### src/verilog/usrt_pkg.sv
/* Synchronous receiver definitions */

`default_nettype none

package usrt_pkg;

   ////////////////////////////////////////
   // Widths
   ////////////////////////////////////////

   // One serial character
   typedef logic [7:0]  char_t;
   // Raw status shifter, two characters deep
   typedef logic [15:0] stat_sr_t;
   // Bit position within a character
   typedef logic [2:0]  bitcnt_t;
   // APB offset and data
   typedef logic [3:0]  apb_addr_t;
   typedef logic [15:0] apb_data_t;
   // Idle bit counter
   typedef logic [5:0]  idle_t;

   ////////////////////////////////////////
   // Register map
   ////////////////////////////////////////

   localparam apb_addr_t ADDR_CSR   = 4'h0;
   localparam apb_addr_t ADDR_SYN   = 4'h4;
   localparam apb_addr_t ADDR_RXBUF = 4'h8;

   // CSR bit positions
   localparam int CSR_ENABLE  = 0;
   localparam int CSR_DECMODE = 1;
   localparam int CSR_IE      = 2;
   localparam int CSR_STAT_LO = 8;

   ////////////////////////////////////////
   // Line protocol
   ////////////////////////////////////////

   // SDLC flag 01111110
   localparam char_t FLAG_CHAR  = 8'b0111_1110;
   // Eight ones, SDLC abort
   localparam char_t ABORT_CHAR = 8'b1111_1111;
   // Ones in a row before a stuffed zero
   localparam int    STUFF_ONES = 5;
   // Bit times without a character before timeout
   localparam idle_t IDLE_BITS  = 6'd48;

   // Receive states
   typedef enum logic [1:0] {
      RX_OFF,
      RX_HUNT,
      RX_FRAME
   } rx_state_e;

   // Receive events, MSB first, done lands on CSR bit 8
   typedef struct packed {
      logic synced;
      logic timeout;
      logic abort;
      logic eof;
      logic overrun;
      logic done;
   } rx_status_t;

   localparam int STAT_W = $bits(rx_status_t);

endpackage

`default_nettype wire

### src/verilog/usrt_bit_timer.sv
/* Receive bit timer */

`default_nettype none

module usrt_bit_timer (
   input  logic clk,
   input  logic rst,
   input  logic rxc,
   input  logic rxd,
   input  logic rx_clr,
   input  logic char_done,
   output logic bit_en,
   output logic rxd_s,
   output logic idle_exp
);
   import usrt_pkg::*;

   logic [1:0] rxc_sync;
   logic [1:0] rxd_sync;
   logic       rxc_last;
   idle_t      idle_cnt;

   // Two-flop synchronizers, rxd rides with rxc
   // Third stage of rxd lines up with the strobe below
   always_ff @(posedge clk)
   begin
      rxc_sync <= {rxc_sync[0], rxc};
      rxd_sync <= {rxd_sync[0], rxd};
      rxd_s    <= rxd_sync[1];
   end

   // Rising edge of the synchronized rxc
   always_ff @(posedge clk)
   begin
      if (rst)
      begin
         // Modem clock idles high, no false edge out of reset
         rxc_last <= 1'b1;
         bit_en   <= 1'b0;
      end
      else
      begin
         rxc_last <= rxc_sync[1];
         bit_en   <= rxc_sync[1] & ~rxc_last;
      end
   end

   // Idle timer
   // Counts bit times, saturates at IDLE_BITS, one pulse on arrival
   always_ff @(posedge clk)
   begin
      if (rst || rx_clr || char_done)
      begin
         idle_cnt <= '0;
         idle_exp <= 1'b0;
      end
      else if (bit_en && idle_cnt != IDLE_BITS)
      begin
         idle_cnt <= idle_cnt + 1'b1;
         idle_exp <= (idle_cnt == IDLE_BITS - 1'b1);
      end
      else
         idle_exp <= 1'b0;
   end

endmodule

`default_nettype wire

### src/verilog/usrt_rx.sv
/* Serial receiver and character framer */

`default_nettype none

module usrt_rx (
   input  logic            clk,
   input  logic            rst,
   input  logic            rx_clr,
   input  logic            bit_en,
   input  logic            decmode,
   input  logic            rxd_s,
   input  usrt_pkg::char_t synchr,
   output logic            full,
   output logic            flag,
   output logic            abort,
   output logic            sync,
   output usrt_pkg::char_t data
);
   import usrt_pkg::*;

   stat_sr_t   stat;
   logic [2:0] ones;
   bitcnt_t    bitcnt;
   logic       valid;
   logic       special;
   logic       zbd;
   logic       syn_pair;
   logic       fill;

   ////////////////////////////////////////
   // Shift registers
   ////////////////////////////////////////

   // Raw status shifter, never has bits deleted
   // Newest bit enters at the top, LSB first on the line
   always_ff @(posedge clk)
   begin
      if (rst || rx_clr)
         stat <= '0;
      else if (bit_en)
         stat <= {rxd_s, stat[15:1]};
   end

   // Data shifter, stuffed zeros skipped
   always_ff @(posedge clk)
   begin
      if (bit_en && !zbd)
         data <= {rxd_s, data[7:1]};
   end

   ////////////////////////////////////////
   // Special characters
   ////////////////////////////////////////

   // Flag and abort exist only in SDLC mode
   assign flag  = !decmode && (stat[15:8] == FLAG_CHAR);
   assign abort = !decmode && (stat[15:8] == ABORT_CHAR);

   // Two SYN characters back to back
   assign syn_pair = (stat == {synchr, synchr});

   // Character sync for either mode
   assign sync = decmode ? syn_pair : flag;

   // Last eight bits formed a flag or abort
   // So the bit now arriving follows one directly
   assign special = flag || abort;

   ////////////////////////////////////////
   // Zero-bit deletion
   ////////////////////////////////////////

   // Consecutive ones, saturates so long mark runs do not wrap
   always_ff @(posedge clk)
   begin
      if (rst || rx_clr)
         ones <= '0;
      else if (bit_en)
      begin
         if (!rxd_s)
            ones <= '0;
         else if (ones != 3'd7)
            ones <= ones + 1'b1;
      end
   end

   // Drop the bit after five ones, SDLC only
   assign zbd = !decmode && !special && (ones == STUFF_ONES);

   ////////////////////////////////////////
   // Character framing
   ////////////////////////////////////////

   // Bit position, sync puts the current bit at position 1
   always_ff @(posedge clk)
   begin
      if (rst || rx_clr)
         bitcnt <= '0;
      else if (bit_en)
      begin
         if (sync)
            bitcnt <= bitcnt_t'(1);
         else if (!zbd)
            bitcnt <= bitcnt + 1'b1;
      end
   end

   // Set by the first sync, held until cleared
   always_ff @(posedge clk)
   begin
      if (rst || rx_clr)
         valid <= 1'b0;
      else if (bit_en && sync)
         valid <= 1'b1;
   end

   // DDCMP mark fill, all ones on an idle line, is not a character
   assign fill = decmode && (data == ABORT_CHAR);

   // Character complete, holds for one bit time
   assign full = valid && (bitcnt == '0) && !fill;

endmodule

`default_nettype wire

### src/verilog/usrt_rx_fsm.sv
/* Receive state machine */

`default_nettype none

module usrt_rx_fsm (
   input  logic                 clk,
   input  logic                 rst,
   input  logic                 enable,
   input  logic                 bit_en,
   input  logic                 full,
   input  logic                 flag,
   input  logic                 abort,
   input  logic                 sync,
   input  logic                 idle_exp,
   input  usrt_pkg::char_t      data,
   output logic                 rx_clr,
   output logic                 char_done,
   output usrt_pkg::char_t      rx_char,
   output usrt_pkg::rx_status_t events
);
   import usrt_pkg::*;

   rx_state_e  state;
   rx_state_e  state_next;
   logic       bit_en_d;
   logic       store;
   rx_status_t ev;

   // Receiver outputs settle one cycle after the strobe
   always_ff @(posedge clk)
   begin
      if (rst)
         bit_en_d <= 1'b0;
      else
         bit_en_d <= bit_en;
   end

   always_comb
   begin
      state_next = state;
      ev         = '0;
      rx_clr     = (state == RX_OFF);
      char_done  = 1'b0;
      store      = 1'b0;
      // Dropping enable stops the receiver from any state
      if (!enable)
         state_next = RX_OFF;
      else
      begin
         case (state)
            RX_OFF:
               state_next = RX_HUNT;
            RX_HUNT:
               if (bit_en_d && sync)
               begin
                  ev.synced  = 1'b1;
                  char_done  = 1'b1;
                  state_next = RX_FRAME;
               end
            RX_FRAME:
               if (bit_en_d && abort)
               begin
                  // Frame thrown away, hunt for a new flag
                  ev.abort   = 1'b1;
                  rx_clr     = 1'b1;
                  state_next = RX_HUNT;
               end
               else if (bit_en_d && full)
               begin
                  char_done = 1'b1;
                  // Closing flag is not a character
                  if (flag)
                     ev.eof = 1'b1;
                  else
                  begin
                     ev.done = 1'b1;
                     store   = 1'b1;
                  end
               end
               else if (idle_exp)
               begin
                  ev.timeout = 1'b1;
                  rx_clr     = 1'b1;
                  state_next = RX_HUNT;
               end
            default:
               state_next = RX_OFF;
         endcase
      end
   end

   // State and event pulses
   always_ff @(posedge clk)
   begin
      if (rst)
      begin
         state  <= RX_OFF;
         events <= '0;
      end
      else
      begin
         state  <= state_next;
         events <= ev;
      end
   end

   // Character goes out with its done pulse
   always_ff @(posedge clk)
   begin
      if (store)
         rx_char <= data;
   end

endmodule

`default_nettype wire

### src/verilog/usrt_regs.sv
/* APB register file */

`default_nettype none

module usrt_regs (
   input  logic                 clk,
   input  logic                 rst,
   input  logic                 psel,
   input  logic                 penable,
   input  logic                 pwrite,
   input  usrt_pkg::apb_addr_t  paddr,
   input  usrt_pkg::apb_data_t  pwdata,
   output usrt_pkg::apb_data_t  prdata,
   input  usrt_pkg::rx_status_t events,
   input  usrt_pkg::char_t      rx_char,
   output logic                 enable,
   output logic                 decmode,
   output usrt_pkg::char_t      synchr,
   output logic                 irq
);
   import usrt_pkg::*;

   logic       wr;
   logic       rd;
   logic       csr_wr;
   logic       rxbuf_rd;
   logic       ie;
   char_t      rxbuf;
   rx_status_t stat;
   rx_status_t stat_set;
   rx_status_t stat_clr;

   ////////////////////////////////////////
   // Access decode
   ////////////////////////////////////////

   // Access phase commits at the end of the cycle
   assign wr       = psel && penable && pwrite;
   assign rd       = psel && penable && !pwrite;
   assign csr_wr   = wr && (paddr == ADDR_CSR);
   assign rxbuf_rd = rd && (paddr == ADDR_RXBUF);

   // Control bits
   always_ff @(posedge clk)
   begin
      if (rst)
      begin
         enable  <= 1'b0;
         decmode <= 1'b0;
         ie      <= 1'b0;
      end
      else if (csr_wr)
      begin
         enable  <= pwdata[CSR_ENABLE];
         decmode <= pwdata[CSR_DECMODE];
         ie      <= pwdata[CSR_IE];
      end
   end

   // SYN character for DDCMP sync
   always_ff @(posedge clk)
   begin
      if (rst)
         synchr <= '0;
      else if (wr && paddr == ADDR_SYN)
         synchr <= pwdata[7:0];
   end

   // Receive buffer is overwritten on every done
   always_ff @(posedge clk)
   begin
      if (rst)
         rxbuf <= '0;
      else if (events.done)
         rxbuf <= rx_char;
   end

   ////////////////////////////////////////
   // Sticky status
   ////////////////////////////////////////

   always_comb
   begin
      stat_set = events;
      // New character while the old one is unread
      stat_set.overrun = events.done && stat.done && !rxbuf_rd;
      stat_clr = '0;
      // Write one to clear
      if (csr_wr)
         stat_clr = pwdata[CSR_STAT_LO +: STAT_W];
      // Reading the buffer also clears done
      if (rxbuf_rd)
         stat_clr.done = 1'b1;
   end

   // A new event wins over a clear in the same cycle
   always_ff @(posedge clk)
   begin
      if (rst)
         stat <= '0;
      else
         stat <= (stat & ~stat_clr) | stat_set;
   end

   // Interrupt on a character waiting
   always_ff @(posedge clk)
   begin
      if (rst)
         irq <= 1'b0;
      else
         irq <= stat.done && ie;
   end

   // Combinational read mux so data is valid in the access cycle
   always_comb
   begin
      prdata = '0;
      case (paddr)
         ADDR_CSR:
         begin
            prdata[CSR_ENABLE]              = enable;
            prdata[CSR_DECMODE]             = decmode;
            prdata[CSR_IE]                  = ie;
            prdata[CSR_STAT_LO +: STAT_W]   = stat;
         end
         ADDR_SYN:
            prdata = apb_data_t'(synchr);
         ADDR_RXBUF:
            prdata = apb_data_t'(rxbuf);
         default:
            prdata = '0;
      endcase
   end

endmodule

`default_nettype wire

### src/verilog/usrt_rx_top.sv
/* Synchronous receiver top */

`default_nettype none

module usrt_rx_top (
   input  logic                clk,
   input  logic                rst,
   input  logic                psel,
   input  logic                penable,
   input  logic                pwrite,
   input  usrt_pkg::apb_addr_t paddr,
   input  usrt_pkg::apb_data_t pwdata,
   output usrt_pkg::apb_data_t prdata,
   input  logic                rxc,
   input  logic                rxd,
   output logic                irq
);
   import usrt_pkg::*;

   // Bit timer outputs
   logic       bit_en;
   logic       rxd_s;
   logic       idle_exp;
   // Receiver to FSM
   logic       full;
   logic       flag;
   logic       abort;
   logic       sync;
   char_t      data;
   // FSM outputs
   logic       rx_clr;
   logic       char_done;
   char_t      rx_char;
   rx_status_t events;
   // Control from the registers
   logic       enable;
   logic       decmode;
   char_t      synchr;

   usrt_bit_timer u_timer (
      .clk       (clk),
      .rst       (rst),
      .rxc       (rxc),
      .rxd       (rxd),
      .rx_clr    (rx_clr),
      .char_done (char_done),
      .bit_en    (bit_en),
      .rxd_s     (rxd_s),
      .idle_exp  (idle_exp)
   );

   usrt_rx u_rx (
      .clk     (clk),
      .rst     (rst),
      .rx_clr  (rx_clr),
      .bit_en  (bit_en),
      .decmode (decmode),
      .rxd_s   (rxd_s),
      .synchr  (synchr),
      .full    (full),
      .flag    (flag),
      .abort   (abort),
      .sync    (sync),
      .data    (data)
   );

   usrt_rx_fsm u_fsm (
      .clk       (clk),
      .rst       (rst),
      .enable    (enable),
      .bit_en    (bit_en),
      .full      (full),
      .flag      (flag),
      .abort     (abort),
      .sync      (sync),
      .idle_exp  (idle_exp),
      .data      (data),
      .rx_clr    (rx_clr),
      .char_done (char_done),
      .rx_char   (rx_char),
      .events    (events)
   );

   usrt_regs u_regs (
      .clk     (clk),
      .rst     (rst),
      .psel    (psel),
      .penable (penable),
      .pwrite  (pwrite),
      .paddr   (paddr),
      .pwdata  (pwdata),
      .prdata  (prdata),
      .events  (events),
      .rx_char (rx_char),
      .enable  (enable),
      .decmode (decmode),
      .synchr  (synchr),
      .irq     (irq)
   );

endmodule

`default_nettype wire

### config.mk
export PLATFORM = sky130hd
export DESIGN_NAME = usrt_rx_top
export DESIGN_NICKNAME = d
export VERILOG_FILES = /design/src/verilog/usrt_pkg.sv /design/src/verilog/usrt_bit_timer.sv /design/src/verilog/usrt_rx.sv /design/src/verilog/usrt_rx_fsm.sv /design/src/verilog/usrt_regs.sv /design/src/verilog/usrt_rx_top.sv
export SDC_FILE = /design/constraint.sdc
export NUM_CORES = 1
export LEC_CHECK = 0
export BUFFER_PORTS_ARGS = -buffer_cell sky130_fd_sc_hd__buf_2
export CAP_MARGIN = 25
export CORE_MARGIN = 2
export CORE_UTILIZATION = 57
export DETAILED_ROUTE_END_ITERATION = 6
export PLACE_DENSITY = 0.84
export SYNTH_ARGS = -nofsm -noshare
export SYNTH_HDL_FRONTEND = slang
export SYNTH_SLANG_ARGS = --single-unit
### constraint.sdc
create_clock -name clk -period 2.79 [get_ports clk]
set_input_delay 0.837 -clock clk [delete_from_list [all_inputs] [get_ports clk]]
set_output_delay 0.837 -clock clk [all_outputs]
set_load 0.02 [all_outputs]
# Yosys cells after proc, flatten, opt, wreduce, memory -nomap -nowiden
# Cells that the tools add are included.
# Widths: inputs -> output; s select.
[op_classes] n_mux=33 add_sub_neg=3 n_bitwise=10 eq_ne=17 reduce_logical=43
[ops] operator="$logic_and 1x1->1" n=22
[ops] operator="$mux 1" n=19
[ops] operator="$eq 16x16->1" n=1
[ops] operator="$eq 8x8->1 const B" n=2
[ops] operator="$mux 3" n=4
[ops] operator="$mux 6" n=2
[ops] operator="$pmux 5 s2" n=1
[ops] operator="$reduce_or 5->1" n=2
[ops] operator="$pmux 3 s3" n=1
[ops] operator="$eq 8x7->1 const B" n=1
[ops] operator="$mux 2" n=4
[ops] operator="$add 3x1->3 const B" n=2
[ops] operator="$add 6x1->6 const B" n=1
[ops] operator="$and 6x6->6" n=1
[ops] operator="$eq 6x6->1 const B" n=1
[ops] operator="$logic_not 1->1" n=6
[ops] operator="$ne 2x1->1 const B" n=3
[ops] operator="$ne 3x2->1 const B" n=2
[ops] operator="$ne 6x6->1 const B" n=1
[ops] operator="$not 1->1" n=6
[ops] operator="$not 6->6" n=1
[ops] operator="$or 6x6->6" n=1
[ops] operator="$pmux 2 s3" n=1
[ops] operator="$reduce_or 3->1" n=2
[ops] operator="other kinds (15)" n=19
[totals] in_bits=27 out_inout_bits=17 word_cells=138 ff_bits=87

# Depth between registers and ports, before layout
# Gate-level depths: netlist (run 1).
[logic_depth] word_depth=12 depth_mapped=8 depth_no_buf=8

# Modules after synthesis
# From an unflattened synthesis (run 1), not the netlist that was laid out.
[hier_totals] cells_unflattened=383 area_unflattened_um2=3806.2
[modules_own_cells] mod="usrt_rx" area_each_um2=1435.1 seq_area_each_um2=700.7 cells_per_inst=145 n_inst=1
[modules_own_cells] mod="usrt_regs" area_each_um2=1203.7 seq_area_each_um2=520.5 cells_per_inst=135 n_inst=1
[modules_own_cells] mod="usrt_rx_fsm" area_each_um2=669.4 seq_area_each_um2=400.4 cells_per_inst=56 n_inst=1
[modules_own_cells] mod="usrt_bit_timer" area_each_um2=498.0 seq_area_each_um2=280.3 cells_per_inst=47 n_inst=1

# Worst setup path after synthesis (run 1)
# Ideal clock, no wire load.
[synth_path] kind="input-to-output" startpoint="input port paddr[2]" endpoint="output port prdata[0]" t_arrival_ns=1.739 path_buffers=0 slack_ns=0.214 required_ns=1.953 path_stages=3 cell_sequence="nor4b_2 > a222oi_1 > inv_1"
[synth_between] elab_chain_len=2
[synth_rtl] element="start: declaration" line_no="usrt_rx_top.sv:11" source="input usrt_pkg::apb_addr_t paddr,"
[synth_rtl] element="$eq 4x4->1, or another cell as far along" line_no="usrt_regs.sv:118" source="case (paddr)"
[synth_rtl] element="$pmux 3 s3 (*)" line_no="usrt_regs.sv:118"
[synth_rtl] element="end: declaration" line_no="usrt_rx_top.sv:13" source="output usrt_pkg::apb_data_t prdata,"
# Mark *: on every way between the ends. The rest lies on a longest branch, timed or not.

# Final worst setup path (run 1)
[layout_path] startpoint="input port paddr[3]" endpoint="output port prdata[2]"
# Same word-level chain as after synthesis.

==> Flow_metrics.wiki, run 1 <==
{| class="wikitable"
! Metric !! Value
|-
| Die width || roughly 84 um
|-
| Routed len/inst || 15.2 um
|-
| Type of the worst setup path || in -> out
|-
| Largest net degree at the start of global routing || 28
|-
| Cell family with most CP delay || buffers and inverters
|-
| Type of origin of the critical path || input pin
|-
| Vertical die dimension || ~84 um
|-
| Most area-consuming cells after synthesis || dfxtp_1, edfxtp_1, mux2i_1
|-
| Worst VDD drop || ~0.43 mV
|-
| Post-synthesis cell type with the largest combined area || dfxtp_1
|-
| Path depth of the worst reg2reg path || 6
|-
| Synthesized cell area || between 3000 and 4000 um^2
|-
| Area grow syn2layout || 12.8%
|-
| # port buffers || 39
|-
| Via count of the first global-routing pass || between 2000 and 3000
|-
| CTS tree || yes
|-
| Final core utilization || roughly 66%
|-
| Routed Wire Length || about 7.3 mm
|-
| Total negative slack || 0 ns
|-
| Endpoint with the worst hold slack || u_timer.rxd_sync[1]
|-
| Overall track demand over capacity in global routing || about a fifth
|-
| Required time worst endpoint || a little under 2 ns
|-
| Setup violators final || 0
|-
| Minimum period implied by the final worst setup slack || ~2.7 ns
|-
| Peak per-stage delay on the critical path || around 0.35 ns
|-
| Max-cap violations || 0
|-
| Pwr Density || between 500 and 600 nW/um^2
|-
| Number of antenna cells inserted || 0
|-
| Slowest cell on the critical path || a222oi_1
|-
| Cell repeated most along the worst path || buf_2
|-
| Min-delay worst type || reg -> reg
|-
| Nets || 439
|-
| Most frequent cells after synthesis || dfxtp_1, nor2_1, mux2i_1
|-
| Final critical-path share of the clock period || 96.8%
|-
| Chain of cells forming the critical path || buf_2, nor4b_2, buf_4, a222oi_1, inv_1, buf_2
|-
| Residual DRC || 0
|-
| Insertion delay to the later sink of the worst-skew pair || between 0.3 and 0.4 ns
|-
| Fraction of layout instances using a drive strength above 1 || between 15 and 20%
|-
| Area share of the leading cell type in the synthesized netlist || 38.7%
|-
| Number of buffers inserted to repair setup after CTS || 0
|-
| R2R Path Start || u_regs.decmode
|-
| Leakage || roughly 1.6 nW
|-
| Gate count of the mapped netlist || 358
|-
| Via count || roughly 2800
|-
| Worst hold start || u_timer.rxd_sync[0]
|-
| Resized cells post-CTS || 0
|-
| H-tree lvl count || 3
|-
| Maximum clock frequency || 370 MHz
|-
| Wire length of the first global-routing pass || between 10 and 15 mm
|-
| Unrepaired setup endpoints after global routing || false
|-
| Async set or reset register ratio after synthesis || 0%
|-
| Number of different library cells in the post-synthesis netlist || 52
|-
| Gpl congestion || ~0.9
|-
| Starting DRC count in detailed routing || between 100 and 150
|-
| Number of antenna violations at the first check in global routing || 0
|-
| Area enclosed by the die boundary || approximately 7000 um^2
|-
| CP endpoint kind || primary output
|-
| Worst clock skew || between 0.007 and 0.008 ns
|-
| Slew at the pin with the worst max-slew slack || between 0.5 and 0.6 ns
|-
| First-pass DRT Iterations || 4
|-
| Sink Count || 87
|-
| Worst reg-to-reg setup slack || ~0.67 ns
|-
| Number of flip-flops and latches in the synthesized netlist || a little under 90
|-
| CTS Hold Buffers Added || 0
|-
| Capture point of the worst reg-to-reg path || u_timer.idle_exp
|-
| Hold Path Depth || 0
|-
| Commonest register cell after synthesis || dfxtp_1
|-
| Cell chosen for the clock root || clkbuf_8
|-
| Maximum net fanout on the critical path || 9
|-
| Most common cell in the netlist || dfxtp_1
|-
| Gr ovfl total || 0
|-
| Clock tree buffer depth || 2
|-
| Final hold vios || 0
|-
| Initial Util || 58.6%
|-
| Area inside the core boundary || roughly 6300 um^2
|-
| Number of buffer and inverter stages on the critical path || 4
|-
| Count of flip-flops with a built-in enable after synthesis || 16
|-
| DRT antenna net count || 0
|-
| Top-level port count || between 40 and 50
|-
| Final Max Tran Viols || 0
|-
| Seq/Total Area, Yosys || 51.7%
|-
| Cts bufs inserted || 9
|-
| Outcome || completed
|-
| Detailed-placement wirelength estimate || around 5 mm
|-
| Arrival time reported for the critical path endpoint || 1.86 ns
|-
| Warnings, synthesis || 0
|-
| Slew Limit Headroom || a little over three fifths
|-
| DR vias/cell || between 5 and 6
|-
| Row count || 29
|-
| CTS clock-pin slew for the worst setup and hold paths || approximately 0.080 ns
|-
| Mean area per synthesized cell || about 10 um^2
|}
[layout by cell type (no fill, tap or decap), types with 4 or more instances in the layout]
cell      Yosys  final
mux2i_1      37     37
o21ai_0       7      7
ha_1         11     11
and2_1        8      8
nor3_1        9      9
nor4_1        9      9
dfxtp_1      71     71
and3_1        9      9
buf_4         2      8
nor2_1       51     51
nand2_1      21     21
edfxtp_1     16     16
and4_1        4      4
buf_2         4     39
inv_1        14     14
clkbuf_8      0      9
a22o_1        5      5
a21oi_1      12     12
o22ai_1       4      4
[worst max-delay path by stage]
| stage | startpoint | end | slack (ns) | cells past startpoint |
|---|---|---|---|---|
| after floorplan | paddr[2] | prdata[0] | 0.21 | 3 |
| after global placement | paddr[3] | prdata[0] | 0.17 | 6 |
| after detailed placement | paddr[3] | prdata[2] | 0.08 | 6 |
| after CTS | paddr[3] | prdata[2] | 0.08 | 6 |
| after global routing | paddr[3] | prdata[2] | 0.05 | 6 |
| final | paddr[3] | prdata[2] | 0.09 | 6 |
[stage by stage]
step / hold WS [ns] / std cells / instance area, um^2 / setup slack (ns) / power [mW]
floorplan: 0.310 / 359 / 3680 / 0.214 / 1.34
global placement: 0.311 / 467 / 3960 / 0.169 / 1.37
detailed placement: 0.316 / 467 / 3960 / 0.0797 / 1.37
CTS: 0.335 / 483 / 4150 / 0.0758 / 2.19
global route: 0.341 / 483 / 4150 / 0.0509 / 2.24
finish: 0.330 / 483 / 4150 / 0.0881 / 2.18
[per-layer routing]
layer / up-vias / GRT usage [%] / share of wire [%]
met3: 10 / 5.70 / 4.8
met2: 66 / 36.7 / 50
met4: 0 / 7.18 / 1.5
met1: 1318 / 25.7 / 44
met5: - / 0 / 0
li1: 1364 / - / -
[registers in the layout, summed over array words and instances, names as in the netlist, 2 cells and up]
name and count:
u_regs.synchr 8, u_rx.ones 3, u_fsm.state 2, u_rx.stat 16
u_regs.rxbuf 8, u_regs.stat 6, u_rx.bitcnt 3, u_fsm.rx_char 8
u_fsm.events 5, u_timer.rxd_sync 2, u_timer.idle_cnt 6, u_rx.data 8
u_timer.rxc_sync 2
[worst register-to-register path: stages (launching register included)]
cell      delay, ns
dfxtp_1        0.47
nor4b_1        0.31
o22ai_1        0.19
nor4_4         0.32
o211ai_2       0.17
a221oi_4       0.43
nor3_1         0.11
[cell type report]
class | count | area [um^2]
inverter | 14 | 52.6
clock buffer | 10 | 128
multi-input combinational | 242 | 1650
clock inverter | 6 | 60.1
tap | 77 | 96.3
sequential | 87 | 1900
timing repair buffer | 47 | 255
fill | 472 | 2130
[report_power, final]
group          internal [mW]  switching [mW]
Sequential              1.28         0.00530
Combinational         0.0233          0.0318
Clock                  0.412           0.427
Total                   1.72           0.464
[kinds of logic after synthesis]
family / after synthesis / share of synthesized area [%]
AOI/OAI and AO/OA: 47 / 9.22
buffers and inverters: 30 / 3.40
adders and majority gates: 11 / 3.74
other: 1 / 0.102
xor gates and xnor gates: 5 / 1.19
muxes: 37 / 10.1
DFF: 87 / 51.7
and+or+nand+nor: 140 / 20.5
No activity file was read; power rests on OpenSTA's default activity.
==> run 2, diff against run 1 <==
--- a/config.mk
+++ b/config.mk
@@ -7,6 +7,7 @@
 export LEC_CHECK = 0
 export BUFFER_PORTS_ARGS = -buffer_cell sky130_fd_sc_hd__buf_2
 export CAP_MARGIN = 25
+export CORE_ASPECT_RATIO = 0.9
 export CORE_MARGIN = 2
 export CORE_UTILIZATION = 57
 export DETAILED_ROUTE_END_ITERATION = 6
==> Flow_metrics.wiki, run 2 (synthesis results as in run 1) <==
{| class="wikitable"
! Metric !! Value
|-
| Type of origin of the critical path || input pin
|-
| Vertical die dimension || 80.2 um
|-
| Maximum net fanout on the critical path || 9
|-
| Final critical-path share of the clock period || a little over nine tenths
|-
| Total negative slack || 0 ns
|-
| Required time worst endpoint || 1.95 ns
|-
| R2R Path Start || u_regs.decmode
|-
| Overall track demand over capacity in global routing || between 20% and 30%
|-
| Via count of the first global-routing pass || around 2400
|-
| Wire length of the first global-routing pass || 11.6 mm
|-
| Slew at the pin with the worst max-slew slack || ~0.57 ns
|-
| Largest net degree at the start of global routing || 29
|-
| Fraction of layout instances using a drive strength above 1 || between 10% and 20%
|-
| Nets || ~440
|-
| DR vias/cell || ~5.5
|-
| Routed Wire Length || around 7.3 mm
|-
| DRT antenna net count || 0
|-
| Leakage || 1.59 nW
|-
| Final hold vios || 0
|-
| Arrival time reported for the critical path endpoint || 1.83 ns
|-
| Setup violators final || 0
|-
| Min-delay worst type || reg -> reg
|-
| Number of buffers inserted to repair setup after CTS || 0
|-
| Maximum clock frequency || about 380 MHz
|-
| Type of the worst setup path || in -> out
|-
| Area enclosed by the die boundary || ~7000 um^2
|-
| Origin of the worst setup path || paddr[3]
|-
| Gpl congestion || 0.798
|-
| Insertion delay to the later sink of the worst-skew pair || roughly 0.37 ns
|-
| Cts bufs inserted || 9
|-
| Filler cell count || between 400 and 500
|-
| Die width || 88.7 um
|-
| Cell chosen for the clock root || clkbuf_8
|-
| Total power after layout || 2.26 mW
|-
| Clock tree buffer depth || 2
|-
| Worst hold start || u_timer.rxc_sync[0]
|-
| CTS clock-pin slew for the worst setup and hold paths || approximately 0.080 ns
|-
| Pwr Density || 540 nW/um^2
|-
| Worst reg-to-reg setup slack || about 0.64 ns
|-
| # port buffers || 39
|-
| CTS tree || yes
|-
| Outcome || completed
|-
| Starting DRC count in detailed routing || 267
|-
| Most flop-heavy register || u_rx.stat
|-
| Worst clock skew || between 0.01 and 0.015 ns
|-
| Row count || 27
|-
| CTS Hold Buffers Added || 0
|-
| Number of antenna cells inserted || 0
|-
| Multi-input combinational cell area || about 1700 um^2
|-
| CP endpoint kind || primary output
|-
| First-pass DRT Iterations || 4
|-
| Most frequent cells in the layout || dfxtp_1, nor2_1, buf_2, mux2i_1, nand2_1
|-
| Detailed-placement wirelength estimate || slightly above 5 mm
|-
| Top-level port count || 44
|-
| Initial Util || about 59%
|-
| Number of antenna violations at the first check in global routing || 0
|-
| Worst VDD drop || approximately 0.35 mV
|-
| Minimum period implied by the final worst setup slack || approximately 2.7 ns
|-
| Area occupied by registers || between 1500 and 2000 um^2
|-
| Gr ovfl total || 0
|-
| Most common library cell in the layout ignoring fill and taps || dfxtp_1
|-
| Unrepaired setup endpoints after global routing || false
|-
| Via count || about 2700
|-
| Sink Count || 87
|-
| Resized cells post-CTS || 0
|-
| Final Max Tran Viols || 0
|-
| Slew Limit Headroom || between 60 and 70%
|-
| H-tree lvl count || 3
|-
| Area inside the core boundary || a little over 6000 um^2
|-
| Area grow syn2layout || 13.8%
|-
| Routed len/inst || about 15 um
|-
| Max-cap violations || 0
|-
| Residual DRC || 0
|-
| Number of flip-flops in the largest register || 16
|}
-- run 2: final timing paths --
check,to,cells after the start
worst max register to register,u_timer.idle_exp,6
worst min-delay path,u_timer.rxc_sync[1],0
worst min register to register,u_timer.rxc_sync[1],0
worst max-delay path,prdata[2],6
-- run 2: critical path, stage by stage --
cell	delay (ns)
buf_2	0.12
nor4b_2	0.15
buf_4	0.17
a222oi_1	0.29
inv_1	0.09
buf_2	0.17
-- run 2: through the flow --
step	hold slack, ns	cell area, um^2	util (%)	setup slack (ns)	instances
floorplan	0.310	3680	-	0.214	359
global placement	0.312	3970	64.2	0.158	477
detailed placement	0.314	3970	64.2	0.121	477
CTS	0.336	4180	67.7	0.120	493
global route	0.341	4180	67.7	0.0642	493
finish	0.333	4180	67.7	0.125	493
-- run 2: cell type report --
cell class | instances | area share (%)
Clock buffer | 9 | 2.96
Clock inverter | 7 | 2.12
Inverter | 14 | 1.26
Multi-Input combinational cell | 242 | 39.5
Sequential cell | 87 | 45.5
Tap cell | 87 | 2.60
Timing Repair Buffer | 47 | 6.10
-- run 2: per-layer routing --
metal	vias up	part of all wire, %	track usage, %
met3	11	6.5	7.61
met4	0	1.7	7.42
met5	-	0	0
li1	1358	-	-
met2	90	47	34.6
met1	1263	45	27.5
-- run 2: report_power, final --
group          total (mW)  internal [mW]  leakage [nW]  switching (mW)
clock               0.915          0.434         0.105           0.482
combinational      0.0564         0.0235         0.767          0.0329
sequential           1.29           1.28         0.718         0.00481
total                2.26           1.74          1.59           0.519
